===== src/design/ice_bus_pkg.sv =====
package ice_bus_pkg;

	// One UART character
	localparam int CHAR_W = 8;

	// Buffer words carry the character plus an end-of-frame flag on top
	localparam int BUF_W = 9;
	localparam int EOF_BIT = BUF_W - 1;

	// Ring buffer address width
	localparam int ADDR_W = 9;

	// Slave devices sharing the transmit path
	localparam int NUM_DEV = 2;

	// First character of a two-character NAK reply
	localparam logic [CHAR_W-1:0] NAK_CHAR = 8'h15;

	// Receive framer states
	localparam logic [2:0] RX_ST_IDLE = 3'd0;
	localparam logic [2:0] RX_ST_ID = 3'd1;
	localparam logic [2:0] RX_ST_LEN = 3'd2;
	localparam logic [2:0] RX_ST_PYLD = 3'd3;
	localparam logic [2:0] RX_ST_OVF = 3'd4;

	// Transmit reader states
	localparam logic [2:0] TX_ST_IDLE = 3'd0;
	localparam logic [2:0] TX_ST_SCAN = 3'd1;
	localparam logic [2:0] TX_ST_HEADER = 3'd2;
	localparam logic [2:0] TX_ST_LENGTH = 3'd3;
	localparam logic [2:0] TX_ST_PAYLOAD = 3'd4;

	// Output merger states
	localparam logic [1:0] MG_ST_IDLE = 2'd0;
	localparam logic [1:0] MG_ST_FRAME = 2'd1;
	localparam logic [1:0] MG_ST_NAK_CODE = 2'd2;
	localparam logic [1:0] MG_ST_NAK_ID = 2'd3;

endpackage


===== src/design/rx_frame_parser.sv =====
module rx_frame_parser
	import ice_bus_pkg::*;
(
	input  logic              clk,
	input  logic              rst,
	input  logic [CHAR_W-1:0] rx_char,
	input  logic              rx_char_valid,
	input  logic              sl_overflow,
	output logic [CHAR_W-1:0] ma_addr,
	output logic              ma_data_valid,
	output logic              ma_frame_valid,
	output logic [CHAR_W-1:0] evt_id,
	output logic              nak_req,
	output logic [CHAR_W-1:0] nak_evt_id
);

	logic [2:0]        state;
	logic [2:0]        next_state;
	logic [CHAR_W-1:0] payload_len;
	logic [CHAR_W-1:0] byte_count;
	logic              record_addr;
	logic              record_evt_id;
	logic              load_len;
	logic              count_char;

	// NAK always carries the id of the frame that overflowed
	assign nak_evt_id = evt_id;

	always_comb begin
		next_state = state;
		record_addr = 1'b0;
		record_evt_id = 1'b0;
		load_len = 1'b0;
		count_char = 1'b0;
		ma_data_valid = 1'b0;
		ma_frame_valid = 1'b0;
		nak_req = 1'b0;
		case (state)
			RX_ST_IDLE: begin
				// Address character opens the frame
				ma_frame_valid = rx_char_valid;
				record_addr = rx_char_valid;
				if (rx_char_valid) begin
					next_state = RX_ST_ID;
				end
			end
			RX_ST_ID: begin
				ma_frame_valid = rx_char_valid;
				ma_data_valid = rx_char_valid;
				record_evt_id = rx_char_valid;
				if (rx_char_valid) begin
					next_state = RX_ST_LEN;
				end
			end
			RX_ST_LEN: begin
				ma_frame_valid = rx_char_valid;
				ma_data_valid = rx_char_valid;
				load_len = rx_char_valid;
				if (rx_char_valid) begin
					// Zero length closes the frame right here
					next_state = (rx_char == '0) ? RX_ST_IDLE : RX_ST_PYLD;
				end
			end
			RX_ST_PYLD: begin
				ma_frame_valid = rx_char_valid;
				ma_data_valid = rx_char_valid;
				count_char = rx_char_valid;
				if (sl_overflow) begin
					next_state = RX_ST_OVF;
				end else if (rx_char_valid && (byte_count + 1'b1 == payload_len)) begin
					next_state = RX_ST_IDLE;
				end
			end
			RX_ST_OVF: begin
				nak_req = 1'b1;
				next_state = RX_ST_IDLE;
			end
			default: begin
				next_state = RX_ST_IDLE;
			end
		endcase
	end

	always_ff @(posedge clk) begin
		if (rst) begin
			state <= RX_ST_IDLE;
			byte_count <= '0;
		end else begin
			state <= next_state;
			if (load_len) begin
				byte_count <= '0;
			end else if (count_char) begin
				byte_count <= byte_count + 1'b1;
			end
		end
	end

	// Frame header fields
	always_ff @(posedge clk) begin
		if (record_addr) begin
			ma_addr <= rx_char;
		end
		if (record_evt_id) begin
			evt_id <= rx_char;
		end
		if (load_len) begin
			payload_len <= rx_char;
		end
	end

	assert property (@(posedge clk) disable iff (rst)
		ma_data_valid |-> ma_frame_valid);

endmodule


===== config.mk =====
export PLATFORM = sky130hd
export DESIGN_NAME = rx_frame_parser
export DESIGN_NICKNAME = d
export VERILOG_FILES = /design/src/design/ice_bus_pkg.sv /design/src/design/rx_frame_parser.sv
export SDC_FILE = /design/constraint.sdc
export NUM_CORES = 1
export LEC_CHECK = 0
export ABC_AREA = 1
export BUFFER_PORTS_ARGS = -buffer_cell sky130_fd_sc_hd__buf_2
export CORE_MARGIN = 2
export CORE_UTILIZATION = 32
export CTS_BUF_LIST = sky130_fd_sc_hd__clkbuf_4 sky130_fd_sc_hd__clkbuf_8
export CTS_CLUSTER_DIAMETER = 50
export DETAILED_ROUTE_END_ITERATION = 10
export HOLD_SLACK_MARGIN = 0.02
export PLACE_DENSITY = 0.53
export SYNTH_ARGS = -nofsm -noshare
export SYNTH_HDL_FRONTEND = slang
export SYNTH_SLANG_ARGS = --single-unit

===== constraint.sdc =====
create_clock -name clk -period 5 [get_ports clk]
set_clock_uncertainty 0.2 [all_clocks]
set_input_delay 1 -clock clk [delete_from_list [all_inputs] [get_ports clk]]
set_output_delay 1 -clock clk [all_outputs]
set_load 0.01 [all_outputs]

# [After elaboration in Yosys (flattened, before gate mapping)]
# Index checks and enable logic that the tools add are counted.
[word_totals] out_inout_bits=27 regBits=35 wordCells=36 inputBits=12
[classes] n_addsub=1 eq_ne=9 mux=14 reduce_logical=7
[ops] op="$mux W3" n=5
[ops] op="$pmux W3 S4" n=1
[ops] op="$add A8 B1 Y8 const B" n=1
[ops] op="$eq A8 B8 Y1" n=1
[ops] op="$logic_not A8 Y1" n=1
[ops] op="$mux W1" n=7
[ops] op="$eq A3 B2 Y1 const B" n=2
[ops] op="$ne A2 B2 Y1 const B" n=3
[ops] op="$reduce_and A4 Y1" n=1
[ops] op="$reduce_or A4 Y1" n=1
[ops] op="$eq A3 B1 Y1 const B" n=1
[ops] op="$eq A3 B3 Y1 const B" n=1
[ops] op="$logic_not A3 Y1" n=1
[ops] op="$ne A3 B3 Y1 const B" n=1
[ops] op="$reduce_or A3 Y1" n=1
[ops] op="$mux W2" n=1
[ops] op="$reduce_or A2 Y1" n=1
[ops] op="$logic_and A1 B1 Y1" n=1

# [Longest topological paths before layout]
[logic_depth] depth_word=6 depth_mapped=15 ltp_nobuf=15

# [Worst setup path before layout]
# No wires, ideal clock.
[synth_path] path_type="input to output" start="in rx_char_valid" end="out ma_data_valid" setup_slack_ns=2.409 arrival_ns=1.391 t_required_ns=3.800 stages=2 cell_sequence="inv_1 nor3_1"
[synth_via] elab_chain_len=1
[synth_rtl] item="start: declaration" line_no="rx_frame_parser.sv:7" source="input logic rx_char_valid,"
[synth_rtl] item="$mux W1" line_no="rx_frame_parser.sv:38" source="case (state)"
[synth_rtl] item="end: declaration" line_no="rx_frame_parser.sv:10" source="output logic ma_data_valid,"
# No other way between the ends.

# [Final worst setup path]
# Ends and elaborated chain as after synthesis.

==> flow_summary.json <==
{
  "area_growth_syn_to_layout_pct": 20.1,
  "yosys-top-cells-area": "edfxtp_1 45%, dfxtp_1 14%, nand2_1 8.9%",
  "start_kind": "input pin",
  "core_um2": 4790,
  "post_cts_buffers": 0,
  "portBuffers": 38,
  "syn_area_um2": 1600,
  "synthTopCellsByCount": "38 x nand2_1, 24 x edfxtp_1, 24 x inv_1, 23 x nor2_1, 14 x nand3_1",
  "finalCritPeriodShare_pct": 54.9,
  "synth_warnings": 0,
  "rsz0062_at_grt": "false",
  "die_w_um": 74.7,
  "fin_crit_ns": 2.75,
  "drv_slew": 0,
  "top_usage_layer": "met2",
  "syn_nets": 189,
  "synth-seq-cells": 35,
  "wire_per_inst_um": 10.8,
  "fin_util_pct": 40.2,
  "outcome": "completed",
  "synth-seq-area-share_pct": 58.7,
  "yosysUniqueCellTypes": 22,
  "clk_pin_slew_ns": 0.07,
  "nets": 225,
  "met1_usage_pct": 16.7,
  "fmax_mhz": 364,
  "clock_sinks": 35,
  "critical-path-max-stage-delay_ns": 0.19,
  "initial_core_util_pct": 33.5,
  "p_switching_uw": 151,
  "cp.required_ns": 3.80,
  "grt_max_degree": 13,
  "overflow": 0,
  "syn_avg_cell_area_um2": 9.10,
  "cp-end-kind": "output pin",
  "routabilityCongestion": 0.765,
  "fp-row-count": 25,
  "die-area_um2": 5590,
  "dieHeight_um": 74.7,
  "clk_latency_ns": 0.28,
  "irDropWorstVdd_v": 0.000204,
  "p_int_uw": 499,
  "p_leak_uw": 0.000810,
  "crit_fanout": 8,
  "use_met2_pct": 17.6,
  "setup_viol": 0,
  "final-hold-violation-count": 0,
  "synth_top_flop_cell": "edfxtp_1",
  "tightest_slew_ns": 0.728,
  "arrival_ns": 1.55,
  "cts_root_buffer": "clkbuf_8",
  "hold_class": "flop to flop",
  "cellPowerDensity_nw_per_um2": 338,
  "drive_above_1_share_pct": 24.9,
  "synthArstFlopShare_pct": 0,
  "grt_pass1_vias": 1060,
  "postCtsHoldBufs": 0,
  "netlist_instances": 176,
  "antenna_found_initial": 0,
  "grt_pass1_wl_um": 4950,
  "synth_edf_count": 24,
  "postRouteAntennaNets": 0,
  "htree_levels": 2,
  "pwr-share-comb_pct": 9.8,
  "vias": 1200,
  "p_clk_share_pct": 38.3,
  "tns_ns": 0,
  "route.detailed.drc": 0,
  "cts_made_buffers": 5,
  "crit_slowest_cell": "nor3_1",
  "hpwl_um": 2250,
  "io_pins": 39,
  "yosysTopAreaCell": "edfxtp_1",
  "post_cts_resized": 0,
  "synth_top_area_share_pct": 45.0,
  "nFillCells": 478,
  "yosysMostFrequentCell": "nand2_1",
  "crit_top_cell": "buf_2",
  "worstPathCellList": "buf_2, inv_1, nor3_1, buf_2",
  "cts_tree": "built",
  "worst_slew_margin_rel_pct": 51.3,
  "met3_usage_pct": 4.55,
  "wirelength_um": 3030,
  "grt.total_usage_pct": 12.4,
  "drtIter0Drc": 35,
  "seqPwrFrac_pct": 51.8,
  "vias_per_cell": 4.29,
  "clock_path_buffers": 2,
  "critPathKind": "input pin to output pin",
  "p_sw_share_pct": 23.3,
  "dr.pass1.iters": 4,
  "antennaDiodeCount": 0,
  "drv_cap": 0
}
[power groups by stage]
stage | logic, µW | registers [µW] | clock network, µW
floorplan | 37.9 | 347 | 0
global placement | 65.4 | 343 | 0
detailed placement | 64.9 | 343 | 0
CTS | 65.2 | 337 | 260
global route | 73.3 | 339 | 274
finish | 63.9 | 337 | 249
[state kept, by name (all words and copies together) (netlist names)]
signal	flops
state	3
evt_id	8
byte_count	8
payload_len	8
ma_addr	8
[routing by layer]
metal,up-vias,wire (µm)
met5,-,0
met4,0,29
met3,2,183
met2,32,1320
met1,523,1500
li1,643,-
[cell type report]
type                       instances  area, µm²  area share (%)
timing repair buffer              38        190            9.89
clock inverter                     3       43.8            2.28
tap                               67       83.8            4.36
inverter                          24       90.1            4.68
clock buffer                       5       68.8            3.58
sequential                        35        941            48.9
multi-input combinational        108        505            26.3
[path summary, 6_finish.rpt]
kind	depth (start not counted)	slack [ns]	endpoint	startpoint
setup / recovery	4	2.25	ma_data_valid	rx_char_valid
hold / removal	2	0.37	byte_count[7]	byte_count[7]
setup reg to reg	9	2.88	byte_count[6]	state[1]
hold reg to reg	2	0.37	byte_count[7]	byte_count[7]
[layout by cell type, fill, tap and decap left out, types with 2 or more instances in the layout]
master | Yosys | routed
nand2_2 | 4 | 4
nor3_1 | 4 | 4
dfxtp_1 | 11 | 11
edfxtp_1 | 24 | 24
inv_1 | 24 | 24
a21oi_1 | 6 | 6
nor4_1 | 2 | 2
nand2_1 | 38 | 38
nor2_1 | 23 | 23
buf_2 | 1 | 38
nor2_2 | 2 | 2
o21ai_0 | 6 | 6
nand3_1 | 14 | 14
clkbuf_8 | 0 | 5
o21bai_1 | 2 | 2
[kinds of logic after synthesis]
logic type / synth area share [%]
adder cells (fa/ha/maj): 0.781
AND/OR/NAND/NOR: 24.6
XOR/XNOR: 0.547
flip-flops: 58.7
buffers and inverters: 9.69
AO/OA/AOI/OAI: 5.63
[metrics by stage]
stage	cell area (µm²)	setup WS (ns)	std cells	hold WS [ns]	power (µW)
after floorplan	1600	2.41	176	0.307	384
after global placement	1810	2.24	272	0.350	409
after detailed placement	1810	2.23	272	0.346	408
after CTS	1920	2.23	280	0.369	663
after global routing	1920	2.19	280	0.400	686
final	1920	2.25	280	0.368	650
[worst max-delay path, delay by kind of cell]
family / cells / cell delay (ns)
buffers and inverters: 3 / 0.35
AND/OR/NAND/NOR: 1 / 0.19
No activity file was read; power rests on OpenSTA's default activity.
